==> src/hdl/video_defs.svh <==
// Video mode timing and frame-buffer geometry, included by every RTL and testbench file that needs them
`ifndef VIDEO_DEFS_SVH
`define VIDEO_DEFS_SVH

//////////////////////////////////////////////////
// horizontal timing, in clocks
//////////////////////////////////////////////////

`define H_TOTAL         40
`define H_VISIBLE       32
`define H_SYNC_START    34
`define H_SYNC_WIDTH    3

//////////////////////////////////////////////////
// vertical timing, in lines
//////////////////////////////////////////////////

`define V_TOTAL         24
`define V_VISIBLE       16
`define V_SYNC_START    19
`define V_SYNC_WIDTH    2

// sync pulses are active low
`define SYNC_ACTIVE     1'b0

//////////////////////////////////////////////////
// line-doubled frame buffer
//////////////////////////////////////////////////

// output clocks per stored pixel
`define PIXEL_REPEAT    2
// output lines per stored line
`define LINE_REPEAT     2

`define FB_LINE_WORDS   16
`define FB_WORDS        128
`define FB_ADDR_WIDTH   7

// raster counter width
`define COORD_WIDTH     12

// complete frames before the output is considered stable
`define SETTLE_FRAMES   15

`endif

==> src/hdl/video_pkg.sv <==
// Shared types for the video output stage, imported by the RTL modules that use them
package video_pkg;

    // raster run control
    typedef enum logic [0:0] {
        STATE_IDLE = 1'b0,
        STATE_RUN  = 1'b1
    } run_state_t;

    // which output lines get darkened
    typedef enum logic [1:0] {
        SCANLINE_OFF  = 2'd0,
        SCANLINE_EVEN = 2'd1,
        SCANLINE_ODD  = 2'd2
    } scanline_mode_t;

    // one frame-buffer word, red in the top byte
    typedef struct packed {
        logic [7:0] red;
        logic [7:0] green;
        logic [7:0] blue;
    } pixel_t;

endpackage

==> src/hdl/beam_if.sv <==
// Raster position with its sync and area flags, passed from one pipeline stage to the next
`timescale 1ns/1ns

`include "video_defs.svh"

interface beam_if;

    logic [`COORD_WIDTH-1:0] x;
    logic [`COORD_WIDTH-1:0] y;
    // already at output polarity
    logic hsync;
    logic vsync;
    logic draw_area;
    // high while the raster runs
    logic valid;

    // producing stage
    modport src (
        output x, y, hsync, vsync, draw_area, valid
    );

    // consuming stage
    modport dst (
        input x, y, hsync, vsync, draw_area, valid
    );

endinterface

==> src/hdl/beam_timing.sv <==
// Raster generator: waits for the start strobe, then scans positions and produces syncs
`timescale 1ns/1ns

`include "video_defs.svh"

module beam_timing (
    input  logic clock,
    input  logic reset,
    input  logic start,
    beam_if.src  beam,
    output logic settled
);
    import video_pkg::*;

    run_state_t state;

    logic [`COORD_WIDTH-1:0] x_cnt;
    logic [`COORD_WIDTH-1:0] y_cnt;
    logic line_end;
    logic frame_end;
    logic h_in_sync;
    logic v_in_sync;
    logic in_draw;

    logic       frame_done;
    logic [3:0] frame_count;

    //////////////////////////////////////////////////
    // start control
    //////////////////////////////////////////////////

    // start only matters while idle; nothing but reset stops the raster
    always_ff @(posedge clock or posedge reset) begin
        if (reset) begin
            state <= STATE_IDLE;
        end else if (state == STATE_IDLE && start) begin
            state <= STATE_RUN;
        end
    end

    //////////////////////////////////////////////////
    // raster counters
    //////////////////////////////////////////////////

    assign line_end  = (x_cnt == `H_TOTAL - 1);
    assign frame_end = line_end && (y_cnt == `V_TOTAL - 1);

    always_ff @(posedge clock or posedge reset) begin
        if (reset) begin
            x_cnt <= '0;
            y_cnt <= '0;
        end else if (state == STATE_RUN) begin
            if (line_end) begin
                x_cnt <= '0;
                if (frame_end) begin
                    y_cnt <= '0;
                end else begin
                    y_cnt <= y_cnt + 1'b1;
                end
            end else begin
                x_cnt <= x_cnt + 1'b1;
            end
        end
    end

    //////////////////////////////////////////////////
    // sync windows and beam register
    //////////////////////////////////////////////////

    assign h_in_sync = (x_cnt >= `H_SYNC_START) && (x_cnt < `H_SYNC_START + `H_SYNC_WIDTH);
    assign v_in_sync = (y_cnt >= `V_SYNC_START) && (y_cnt < `V_SYNC_START + `V_SYNC_WIDTH);
    assign in_draw   = (x_cnt < `H_VISIBLE) && (y_cnt < `V_VISIBLE);

    // beam lags the counters by one clock, so (0,0) shows up the cycle after start
    always_ff @(posedge clock or posedge reset) begin
        if (reset) begin
            beam.x         <= '0;
            beam.y         <= '0;
            beam.hsync     <= ~`SYNC_ACTIVE;
            beam.vsync     <= ~`SYNC_ACTIVE;
            beam.draw_area <= 1'b0;
            beam.valid     <= 1'b0;
        end else if (state == STATE_RUN) begin
            beam.x         <= x_cnt;
            beam.y         <= y_cnt;
            beam.hsync     <= h_in_sync ? `SYNC_ACTIVE : ~`SYNC_ACTIVE;
            beam.vsync     <= v_in_sync ? `SYNC_ACTIVE : ~`SYNC_ACTIVE;
            beam.draw_area <= in_draw;
            beam.valid     <= 1'b1;
        end
    end

    //////////////////////////////////////////////////
    // frame counting
    //////////////////////////////////////////////////

    // frame_done marks the cycle the beam holds the last position of a frame
    always_ff @(posedge clock or posedge reset) begin
        if (reset) begin
            frame_done  <= 1'b0;
            frame_count <= '0;
            settled     <= 1'b0;
        end else begin
            frame_done <= (state == STATE_RUN) && frame_end;
            if (frame_done) begin
                frame_count <= frame_count + 1'b1;
            end
            // sticky once enough frames went by
            settled <= settled || (frame_count == `SETTLE_FRAMES);
        end
    end

    // counters never leave the raster while running
    a_raster_bounds : assert property (
        @(posedge clock) disable iff (reset)
        (state == STATE_RUN) |-> (x_cnt < `H_TOTAL) && (y_cnt < `V_TOTAL)
    ) else $error("raster counter out of range x=%0d y=%0d", x_cnt, y_cnt);

endmodule

==> src/hdl/frame_reader.sv <==
// Frame-buffer address stage: turns the beam into a read address and delays it to meet the RAM data
`timescale 1ns/1ns

`include "video_defs.svh"

module frame_reader (
    input  logic clock,
    input  logic reset,
    beam_if.dst  beam_in,
    beam_if.src  beam_out,
    output logic [`FB_ADDR_WIDTH-1:0] rdaddr
);

    logic [`COORD_WIDTH-1:0] line_idx;
    logic [`COORD_WIDTH-1:0] col_idx;
    logic [`COORD_WIDTH-1:0] word_addr;

    // two-deep beam chain, index 1 is the older entry
    logic [`COORD_WIDTH-1:0] x_q [0:1];
    logic [`COORD_WIDTH-1:0] y_q [0:1];
    logic [1:0] hsync_q;
    logic [1:0] vsync_q;
    logic [1:0] draw_q;
    logic [1:0] valid_q;

    // each stored word covers a pixel pair on a line pair
    always_comb begin
        line_idx  = `COORD_WIDTH'(beam_in.y / `LINE_REPEAT);
        col_idx   = `COORD_WIDTH'(beam_in.x / `PIXEL_REPEAT);
        word_addr = `COORD_WIDTH'(line_idx * `FB_LINE_WORDS) + col_idx;
    end

    always_ff @(posedge clock or posedge reset) begin
        if (reset) begin
            rdaddr <= '0;
        end else if (beam_in.valid && beam_in.draw_area) begin
            rdaddr <= word_addr[`FB_ADDR_WIDTH-1:0];
        end else begin
            rdaddr <= '0;
        end
    end

    // control flags of the two positions in flight
    always_ff @(posedge clock or posedge reset) begin
        if (reset) begin
            hsync_q <= {2{~`SYNC_ACTIVE}};
            vsync_q <= {2{~`SYNC_ACTIVE}};
            draw_q  <= '0;
            valid_q <= '0;
        end else begin
            hsync_q <= {hsync_q[0], beam_in.hsync};
            vsync_q <= {vsync_q[0], beam_in.vsync};
            draw_q  <= {draw_q[0], beam_in.draw_area};
            valid_q <= {valid_q[0], beam_in.valid};
        end
    end

    always_ff @(posedge clock) begin
        x_q[0] <= beam_in.x;
        y_q[0] <= beam_in.y;
        x_q[1] <= x_q[0];
        y_q[1] <= y_q[0];
    end

    assign beam_out.x         = x_q[1];
    assign beam_out.y         = y_q[1];
    assign beam_out.hsync     = hsync_q[1];
    assign beam_out.vsync     = vsync_q[1];
    assign beam_out.draw_area = draw_q[1];
    assign beam_out.valid     = valid_q[1];

    // full word address must fit the buffer before it is cut to rdaddr width
    a_addr_in_buffer : assert property (
        @(posedge clock) disable iff (reset)
        (beam_in.valid && beam_in.draw_area) |-> (word_addr < `FB_WORDS)
    ) else $error("word address %0d beyond frame buffer", word_addr);

endmodule

==> src/hdl/scanline_shader.sv <==
// Output stage: darkens alternate lines, blanks outside the draw area and registers the video
`timescale 1ns/1ns

`include "video_defs.svh"

module scanline_shader (
    input  logic clock,
    input  logic reset,
    beam_if.dst  beam,
    input  video_pkg::pixel_t         rddata,
    input  video_pkg::scanline_mode_t scanline_mode,
    input  logic [7:0]                scanline_intensity,
    output video_pkg::pixel_t         video_out,
    output logic hsync,
    output logic vsync,
    output logic draw_area
);
    import video_pkg::*;

    logic   visible;
    logic   darken;
    pixel_t shaded;

    // channel times gain over 256
    function automatic logic [7:0] scale_channel(input logic [7:0] value,
                                                 input logic [7:0] gain);
        logic [15:0] product;
        product = value * gain;
        return product[15:8];
    endfunction

    always_comb begin
        visible = beam.valid && beam.draw_area;
        darken  = ((scanline_mode == SCANLINE_EVEN) && !beam.y[0])
               || ((scanline_mode == SCANLINE_ODD) && beam.y[0]);
        shaded  = rddata;
        if (darken) begin
            shaded.red   = scale_channel(rddata.red, scanline_intensity);
            shaded.green = scale_channel(rddata.green, scanline_intensity);
            shaded.blue  = scale_channel(rddata.blue, scanline_intensity);
        end
    end

    //////////////////////////////////////////////////
    // registered outputs
    //////////////////////////////////////////////////

    always_ff @(posedge clock or posedge reset) begin
        if (reset) begin
            video_out <= '0;
            hsync     <= ~`SYNC_ACTIVE;
            vsync     <= ~`SYNC_ACTIVE;
            draw_area <= 1'b0;
        end else begin
            // black outside the visible window
            video_out <= visible ? shaded : '0;
            hsync     <= beam.hsync;
            vsync     <= beam.vsync;
            draw_area <= visible;
        end
    end

    // only the three defined modes may reach the shader
    a_mode_legal : assert property (
        @(posedge clock) disable iff (reset)
        scanline_mode inside {SCANLINE_OFF, SCANLINE_EVEN, SCANLINE_ODD}
    ) else $error("undefined scanline mode %0d", scanline_mode);

endmodule

==> src/hdl/video_output_top.sv <==
// Top level of the video output stage; connects timing, buffer read and shading to the pins
`timescale 1ns/1ns

`include "video_defs.svh"

module video_output_top (
    input  logic clock,
    input  logic reset,
    input  logic start,
    input  video_pkg::scanline_mode_t scanline_mode,
    input  logic [7:0]                scanline_intensity,
    output logic [`FB_ADDR_WIDTH-1:0] rdaddr,
    input  logic [23:0] rddata,
    output logic [23:0] video_out,
    output logic hsync,
    output logic vsync,
    output logic draw_area,
    output logic settled
);

    // beam at the counters, and beam lined up with RAM data
    beam_if beam_t0 ();
    beam_if beam_t2 ();

    beam_timing u_beam_timing (
        .clock   (clock),
        .reset   (reset),
        .start   (start),
        .beam    (beam_t0),
        .settled (settled)
    );

    frame_reader u_frame_reader (
        .clock    (clock),
        .reset    (reset),
        .beam_in  (beam_t0),
        .beam_out (beam_t2),
        .rdaddr   (rdaddr)
    );

    scanline_shader u_scanline_shader (
        .clock              (clock),
        .reset              (reset),
        .beam               (beam_t2),
        .rddata             (rddata),
        .scanline_mode      (scanline_mode),
        .scanline_intensity (scanline_intensity),
        .video_out          (video_out),
        .hsync              (hsync),
        .vsync              (vsync),
        .draw_area          (draw_area)
    );

endmodule

==> config.mk <==
export PLATFORM = sky130hd
export DESIGN_NAME = video_output_top
export DESIGN_NICKNAME = d
export VERILOG_FILES = /design/src/hdl/video_pkg.sv /design/src/hdl/beam_if.sv /design/src/hdl/beam_timing.sv /design/src/hdl/frame_reader.sv /design/src/hdl/scanline_shader.sv /design/src/hdl/video_output_top.sv
export VERILOG_INCLUDE_DIRS = /design/src /design/src/hdl
export SDC_FILE = /design/constraint.sdc
export NUM_CORES = 1
export LEC_CHECK = 0
export BUFFER_PORTS_ARGS = -buffer_cell sky130_fd_sc_hd__buf_2
export CAP_MARGIN = 20
export CORE_MARGIN = 2
export CORE_UTILIZATION = 55
export DETAILED_ROUTE_END_ITERATION = 7
export GPL_TIMING_DRIVEN = 0
export PLACE_DENSITY = 0.82
export SETUP_SLACK_MARGIN = 0.4
export SYNTH_ARGS = -nofsm -noshare
export SYNTH_HDL_FRONTEND = slang
export SYNTH_SLANG_ARGS = --single-unit
export TNS_END_PERCENT = 30
==> constraint.sdc <==
create_clock -name clock -period 4.2 [get_ports clock]
set_input_delay 0.84 -clock clock [delete_from_list [all_inputs] [get_ports clock]]
set_output_delay 0.84 -clock clock [all_outputs]
set_load 0.02 [all_outputs]
# Word level (Yosys, flattened, before mapping)
# Memories as Yosys holds them, arrays and structs flattened.
# Index checks and enable logic that the tools add are counted.
# totals
n_memories	1
wordCells	64
in_bits	37
ff_bits	97
ram_bits	24
out_inout_bits	35
# op_classes
addsub	4
n_mul	3
eq_ne	5
mux	7
bitwise_logic	1
n_reduce_logical	14
n_lt_le_gt_ge	6
# mem_list
name	depth	width	read_ports	rd_ports_with_merged_regs	write_ports	line_no	text
u_frame_reader.y_q	2	12	2	0	2	frame_reader.sv:20	logic [`COORD_WIDTH-1:0] y_q [0:1];
# ops
op	n
multiplier 8 x 8 -> 16 bit	3
two-way mux 24 bit	2
adder 12 x 1 -> 12 bit (second input constant)	2
< comparator 12 x 5 -> 1 bit (second input constant)	2
< comparator 12 x 6 -> 1 bit (second input constant)	2
two-way mux 12 bit	2
== test 12 x 5 -> 1 bit (second input constant)	1
== test 12 x 6 -> 1 bit (second input constant)	1
greater-or-equal comparator 12 x 5 -> 1 bit (second input constant)	1
greater-or-equal comparator 12 x 6 -> 1 bit (second input constant)	1
logical AND 1 bit	10
adder 7 bit	1
two-way mux 7 bit	1
adder 4 x 1 -> 4 bit (second input constant)	1
== test 4 bit (second input constant)	1
== test 2 x 1 -> 1 bit (second input constant)	1
== test 2 bit (second input constant)	1
logical OR 1 bit	2
two-way mux 1 bit	2
AND reduction 2 bit	1
zero test 1 bit	1
inverter 1 bit	1

# Logic depth before layout (Yosys ltp)
# Gate-level depths: netlist of the first run.
# An unclocked memory read counts as a cell.
# depth
ltp_word	6
depth_mapped	18

# By module
# A second synthesis of the first run with hierarchy kept.
# hier_totals
hier_cells	1063
area_unflattened_um2	11044.3
# modules_own_cells
module	n_inst	cells_per_inst	seq_area_each_um2	area_each_um2
scanline_shader	1	757	678.2	6819.0
beam_timing	1	207	1478.9	2600.0
frame_reader	1	99	1341.3	1625.3

# Worst setup path before layout of the first run
# No wires, ideal clock.
# synth_timing
path_type	input-to-reg
start	input scanline_intensity[7]
end	register, netlist name u_scanline_shader.video_out[7]
n_path_buf	1
stages	16
slack_ns	-0.768
t_arrival_ns	4.834
setup_time_ns	0.134
path_cell_list	clkbuf_1 > nand2_1 > fa_1 > fa_1 > inv_1 > fa_1 > inv_1 > fa_1 > inv_1 > ha_1 > and4_1 > o21a_1 > a211oi_2 > a21oi_1 > xnor2_1 > o21ai_0
# synth_via
elab_chain_cells	3
# synth_lines
item	line_no	text
from (decl)	video_output_top.sv:11	input logic [7:0] scanline_intensity,
multiplier 8 x 8 -> 16 bit	scanline_shader.sv:28	product = value * gain;
two-way mux 24 bit	scanline_shader.sv:37	if (darken) begin
two-way mux 24 bit	scanline_shader.sv:56	video_out <= visible ? shaded : '0;
# Every way passes these cells.
# A chain may end at the register's enable or synchronous reset.

# Worst setup path in the final report of the first run
# layout_timing
start	input scanline_intensity[4]
end	register, netlist name u_scanline_shader.video_out[5]
# layout_via
elab_chain_cells	3
# layout_lines
item	line_no
multiplier 8 x 8 -> 16 bit	scanline_shader.sv:28
two-way mux 24 bit	scanline_shader.sv:37
two-way mux 24 bit	scanline_shader.sv:56
# Every way passes these cells.

==> summary.txt, run 1 <==
count leader, synth: and2_1
top_reg_cell synth: dfrtp_1
setup_tns: -3.92 ns
post-synthesis async set-or-reset flop share: 97.8%
Hold Crit Depth: 0
GRT Total Usage: 27.5%
# IOs: 72
cell count after synthesis: 990
WS Path Type: in -> reg
placed inst area: 0.0106 mm²
setup skew after layout: 0.00862 ns
DR DRC count: 0
mapped cell area: 0.00956 mm²
Leak: 5.66 nW
reg2reg start: u_frame_reader.y_q[0][12]$_DFF_P_
Synth Area in Adders: 36.0%
Hold Startpoint: u_frame_reader.valid_q[0]$_DFF_PP0_
pwr/cell area: 497 mW/mm²
Vias/cell: 5.69
switching part of the total: 45.1%
Antenna Nets Post-Route: 0
final WL: 24.0 mm
Post-DP HPWL: 17.3 mm
row cnt: 48
core area: 0.0171 mm²
critical path data arrival time: 4.90 ns
number of flops mapped to enable cells by yosys: 0
largest net degree at the start of global routing: 52
Startpoint Class: input pin
Worst-Margin Slew: 0.789 ns
Min-Delay Path Class: reg -> reg
Clock Path Buffers: 2
Final Net Count: 1352
fin worst setup slack: -0.445 ns
simple-gate share of the synthesized area: 20.8%
Synth Area per Inst: 9.65 µm²
Clk pin slew, worst setup/hold paths: 0.08 ns
Synth warnings: 0
fmax: 0.215 GHz
endpoints failing hold: 0
CTS root buffer: clkbuf_16
Yosys cell types: 63
peak supply drop: 357 µV
Final Cell Area: 0.0115 mm²
Congestion Overflow GR: 0
final slew viol count: 0
Clock power frac: 15.0%
WP data required: 4.45 ns
Syn Nets: 1238
CTS tree: done
register area share after synthesis: 23.6%
crit path max fanout: 7
Synth Register Bits: 90
Yosys top cell area share: 22.2%
worst-case reg-to-reg path depth: 6
Num CTS Buffers: 9
# clock sinks: 90
synth top area cells: fa_1 22%, dfrtp_1 21%, ha_1 14%
Synth area leader: fa_1
GP Congestion: 0.879
full die area: 0.0184 mm²
minimum clock period: 4.64 ns
number of global-route vias before repair: 7988
Routed wire per std cell: 18.0 µm
max_cap viols: 0
antenna fix cells: 0
Layout Area Growth over Synthesis: 20.4%
H-tree depth: 3
run status: finished, violations left
hold slack: 0.348 ns
vias post-DR: 7597
hold-critical path endpoint: u_frame_reader.valid_q[1]$_DFF_PP0_
initial antenna violation count: 0
Port Buffers: 71
largest family of logic cells by synthesized area: adder cells
layout cell share with drive strength beyond 1: 22.8%
internal power: 3.14 mW
# setup viols final: 19
Crit. End Element: flip-flop
Post-CTS Hold Buffers: 0
fin cells: 1334
register share of total power: 21.7%
clk_lat worst skew: 0.35 ns
Die Y: 136 µm
xor/xnor share of the synthesized area: 3.48%
Comb power frac: 63.3%
RR Endpoint: u_scanline_shader.video_out[3]$_DFF_PP0_
register-to-register setup slack: 1.93 ns
failing checks: setup timing
NetSw: 2.58 mW
global-route wire length before repair: 39.3 mm
Die X: 136 µm
relative slew slack: 47.1%
cell count after placement: 1287
RSZ-0062 raised after global routing: yes
period utilisation layout: 111%
mux share of post-synthesis cell area: 2.07%
Synth Area in Compound Gates: 7.12%
First-pass DRT Iterations: 6
drt first-iter violations: 482
synth cell count leaders: 145 x and2_1, 138 x inv_1, 106 x fa_1
initial core utilization: 55.8%
==> repair_timing <==
item                                    4_1_cts  5_1_grt
resized for setup                            77       26
endpoints found under the setup margin       24       24
pin swaps                                    30       26
buffers inserted                             30        1
==> power by group through the flow <==
stage	registers (mW)	logic, mW	clock network [mW]
finish	1.24	3.62	0.861
global route	1.27	3.99	0.901
CTS	1.24	3.49	0.871
detailed placement	1.25	3.22	0
global placement	1.24	3.12	0
floorplan	1.38	2.27	0
==> area by class of cell <==
class	count	area [µm²]
Buffer	34	348
Clock buffer	9	225
Clock inverter	7	82.6
Fill cell	1239	5610
Inverter	138	520
Multi-Input combinational cell	728	7090
Sequential cell	90	2250
Tap cell	225	282
Timing Repair Buffer	103	707
==> through the flow <==
step                total power, mW  setup WS (ns)  util (%)
floorplan                      3.66         -0.458         -
global placement               4.37          -1.03      61.5
detailed placement             4.47          -1.10      61.7
CTS                            5.60         -0.483      66.5
global route                   6.15         -0.561      67.2
finish                         5.72         -0.445      67.2
==> worst max-delay path, stage by stage <==
cell and delay [ns]:
buf_12 0.11, clkbuf_16 0.15, and2_4 0.14, fa_1 0.51
fa_1 0.51, fa_1 0.50, inv_1 0.05, fa_1 0.48
inv_1 0.04, ha_1 0.27, clkbuf_8 0.13, nand4_1 0.09
o211ai_1 0.33, a211oi_4 0.08, buf_4 0.16, o31a_1 0.28
o22ai_2 0.21
==> sequential cells by signal, indices dropped and copies added (netlist names), 2 cells and up <==
signal                       count
u_beam_timing.beam.x             7
u_beam_timing.beam.y             4
u_beam_timing.frame_count        4
u_beam_timing.x_cnt             12
u_beam_timing.y_cnt             12
u_frame_reader.draw_q            2
u_frame_reader.hsync_q           2
u_frame_reader.rdaddr            7
u_frame_reader.valid_q           2
u_frame_reader.vsync_q           2
u_frame_reader.y_q               2
u_scanline_shader.video_out     24
==> routing by layer <==
metal / vias to the layer above / wire length (µm) / track usage, %
met5: - / 0 / 0
met4: 0 / 1090 / 12.9
met3: 81 / 1520 / 3.99
met2: 277 / 11700 / 45.9
met1: 3760 / 9720 / 35.3
li1: 3479 / - / -
==> cell families (layout without fill, tap and decap cells) <==
kind of cell,count (synthesis),count (layout)
and+or+nand+nor,354,354
adders and majority gates,211,211
buffers and inverters,172,291
AOI/OAI and AO/OA,107,107
DFF,90,90
xor gates and xnor gates,38,38
muxes,18,18
==> cell usage in the layout, fill, tap and decap left out, types with 12 or more instances in the layout <==
master | netlist | routed
xor2_1 | 13 | 13
nand2_1 | 70 | 67
o21ai_0 | 28 | 19
nor2_1 | 27 | 25
and2_1 | 145 | 126
buf_2 | 0 | 62
inv_1 | 138 | 130
nand3_1 | 30 | 29
and2_4 | 0 | 19
xnor2_1 | 25 | 24
fa_1 | 106 | 101
a21oi_1 | 26 | 17
clkbuf_16 | 0 | 14
mux2_2 | 14 | 14
ha_4 | 0 | 12
ha_1 | 105 | 92
dfrtp_1 | 80 | 80
nand4_1 | 19 | 19
clkbuf_1 | 29 | 12
buf_4 | 2 | 26
==> how the worst max path moves through the flow <==
stage	startpoint	to	slack, ns	cells after the start
after detailed placement	scanline_intensity[3]	u_scanline_shader.video_out[5]$_DFF_PP0_	-1.10	17
after CTS	scanline_intensity[7]	u_scanline_shader.video_out[7]$_DFF_PP0_	-0.48	18
final	scanline_intensity[4]	u_scanline_shader.video_out[5]$_DFF_PP0_	-0.44	17
after floorplan	scanline_intensity[2]	u_scanline_shader.video_out[5]$_DFF_PP0_	-0.46	16
after global routing	scanline_intensity[4]	u_scanline_shader.video_out[7]$_DFF_PP0_	-0.56	18
after global placement	scanline_intensity[4]	u_scanline_shader.video_out[5]$_DFF_PP0_	-1.03	17
(Power assumes the default switching activity.)
==> inputs of run 2 (changes only) <==
--- a/config.mk
+++ b/config.mk
@@ -7,4 +7,5 @@
 export NUM_CORES = 1
 export LEC_CHECK = 0
+export ABC_CLOCK_PERIOD_IN_PS = 4200
 export BUFFER_PORTS_ARGS = -buffer_cell sky130_fd_sc_hd__buf_2
 export CAP_MARGIN = 20
==> constraint.sdc (replaced) <==
create_clock -name clock -period 4.2 [get_ports clock]
set_input_delay 0.63 -clock clock [delete_from_list [all_inputs] [get_ports clock]]
set_output_delay 0.63 -clock clock [all_outputs]
set_load 0.02 [all_outputs]
==> run 2 against run 1 <==
  * The flow still finishes with violations (setup timing)
  * Sequential power about the same
  * Clock power about the same
  * Utilization up 0.058 points
  * Via count up 0.39%
  * Sequential share of layout area about the same
  * Critical path type unchanged
==> summary.txt, run 2 (synthesis gave the netlist of run 1 again) <==
Leak: 5.66 nW
run status: finished, violations left
endpoints failing hold: 0
fmax: 0.226 GHz
Worst-Margin Slew: 0.789 ns
worst-case reg-to-reg path depth: 6
max_cap viols: 0
Vias/cell: 5.72
GRT Total Usage: 27.6%
number of global-route vias before repair: 8034
Worst path most repeated cell: fa_1
layout cell share with drive strength beyond 1: 22.8%
critical path's slowest cell: fa_1
Clk pin slew, worst setup/hold paths: 0.07 ns
minimum clock period: 4.42 ns
fin worst setup slack: -0.222 ns
First-pass DRT Iterations: 5
Crit. End Element: flip-flop
Antenna Nets Post-Route: 0
register-to-register setup slack: 1.94 ns
max FFs per register: 24
commonest non-fill, non-tap cell in the layout: inv_1
Biggest register: u_scanline_shader.video_out
Num CTS Buffers: 9
Die X: 136 µm
largest net degree at the start of global routing: 52
Post-DP HPWL: 17.3 mm
# clock sinks: 90
H-tree depth: 3
failing checks: setup timing
pwr/cell area: 501 mW/mm²
final WL: 24.1 mm
# IOs: 72
Routed wire per std cell: 18.1 µm
initial antenna violation count: 0
Layout Area Growth over Synthesis: 20.5%
Final Net Count: 1352
GP Congestion: 0.879
fin cells: 1334
final slew viol count: 0
fin util: 67.3%
Filler cells: 1237
RR Endpoint: u_scanline_shader.video_out[3]$_DFF_PP0_
most frequent cells in the layout: 130 x inv_1, 128 x and2_1, 101 x fa_1
global-route wire length before repair: 39.5 mm
critical path data arrival time: 4.63 ns
drt first-iter violations: 450
Port Buffers: 71
Startpoint Class: input pin
Crit path largest cell delay: 0.55 ns
relative slew slack: 47.4%
Clock Path Buffers: 2
clk_lat worst skew: 0.35 ns
CTS root buffer: clkbuf_16
core area: 0.0171 mm²
cell count after placement: 1287
setup skew after layout: 0.00960 ns
DR DRC count: 0
CTS tree: done
vias post-DR: 7627
Min-Delay Path Class: in -> async
peak supply drop: 357 µV
full die area: 0.0184 mm²
WP data required: 4.41 ns
WS Path Type: in -> reg
antenna fix cells: 0
Die Y: 136 µm
period utilisation layout: 105%
Largest regs: u_scanline_shader.video_out x24, u_beam_timing.x_cnt x12, u_beam_timing.y_cnt x12
crit path max fanout: 9
RSZ-0062 raised after global routing: yes
# setup viols final: 9
crit-path cells: buf_2, nand2_1, fa_1, fa_1, inv_1, fa_1, inv_1, fa_1, inv_1, ha_4, and4_1, o21a_1, a211oi_4, buf_4, a21oi_2, xnor2_1, o21ai_1
reg2reg start: u_frame_reader.y_q[0][12]$_DFF_P_
initial core utilization: 55.8%
Congestion Overflow GR: 0
row cnt: 48
run 2: changes by cell type in the layout (fill, tap and decap cells not counted), sizes merged:
cell    before  now
clkbuf      43   41
buf        103  105
run 2: routing by layer:
metal / track usage, % / up-vias / routed length, µm
met5: 0 / - / 0
li1: - / 3474 / -
met1: 35.6 / 3791 / 9860
met3: 3.73 / 90 / 1440
met2: 46.4 / 272 / 11700
met4: 13.0 / 0 / 1120
run 2: repair_timing:
item / in CTS / in global routing
endpoints found under the setup margin: 24 / 24
setup buffers: 30 / 1
hold buffers: 0 / 0
pin swaps: 40 / 17
gates resized for setup: 87 / 15
run 2: worst max-delay path: cells and delay by family:
| kind | cells | cell delay [ns] |
|---|---|---|
| adder cells (fa/ha/maj) | 5 | 2.33 |
| AO/OA/AOI/OAI | 4 | 0.62 |
| buffers and inverters | 5 | 0.59 |
| AND/OR/NAND/NOR | 2 | 0.32 |
| XOR/XNOR | 1 | 0.13 |
run 2: worst max path at each step:
stage	slack, ns	start	to
after global placement	-0.82	scanline_intensity[4]	u_scanline_shader.video_out[5]$_DFF_PP0_
after CTS	-0.27	scanline_intensity[7]	u_scanline_shader.video_out[7]$_DFF_PP0_
after global routing	-0.34	scanline_intensity[4]	u_scanline_shader.video_out[7]$_DFF_PP0_
after floorplan	-0.25	scanline_intensity[2]	u_scanline_shader.video_out[5]$_DFF_PP0_
after detailed placement	-0.89	scanline_intensity[3]	u_scanline_shader.video_out[5]$_DFF_PP0_
final	-0.22	rddata[4]	u_scanline_shader.video_out[7]$_DFF_PP0_
run 2: cell type report:
| type | count | area (µm²) | area share [%] |
|---|---|---|---|
| clock buffer | 9 | 225 | 1.96 |
| inverter | 138 | 520 | 4.52 |
| timing repair buffer | 103 | 707 | 6.14 |
| buffer | 34 | 347 | 3.01 |
| clock inverter | 7 | 82.6 | 0.717 |
| sequential | 90 | 2250 | 19.6 |
| tap | 225 | 282 | 2.45 |
| multi-input combinational | 728 | 7100 | 61.6 |
run 2: stage by stage:
stage | hold WS (ns) | worst slack, ns | total power, mW | area [µm²] | setup TNS (ns)
5_1_grt | 0.356 | -0.345 | 6.19 | 11500 | -2.78
2_1_floorplan | 0.310 | -0.248 | 3.66 | 9890 | -0.782
6_report | 0.302 | -0.222 | 5.77 | 11500 | -0.997
3_5_place_dp | 0.336 | -0.888 | 4.47 | 10600 | -12.16
4_1_cts | 0.317 | -0.273 | 5.65 | 11400 | -0.999
3_3_place_gp | 0.312 | -0.823 | 4.37 | 10500 | -10.48
run 2: power breakdown:
part / leakage (nW) / total, mW / switching (mW) / internal, mW
logic: 4.39 / 3.67 / 2.10 / 1.57
clock network: 0.145 / 0.863 / 0.390 / 0.473
registers: 1.12 / 1.24 / 0.134 / 1.11
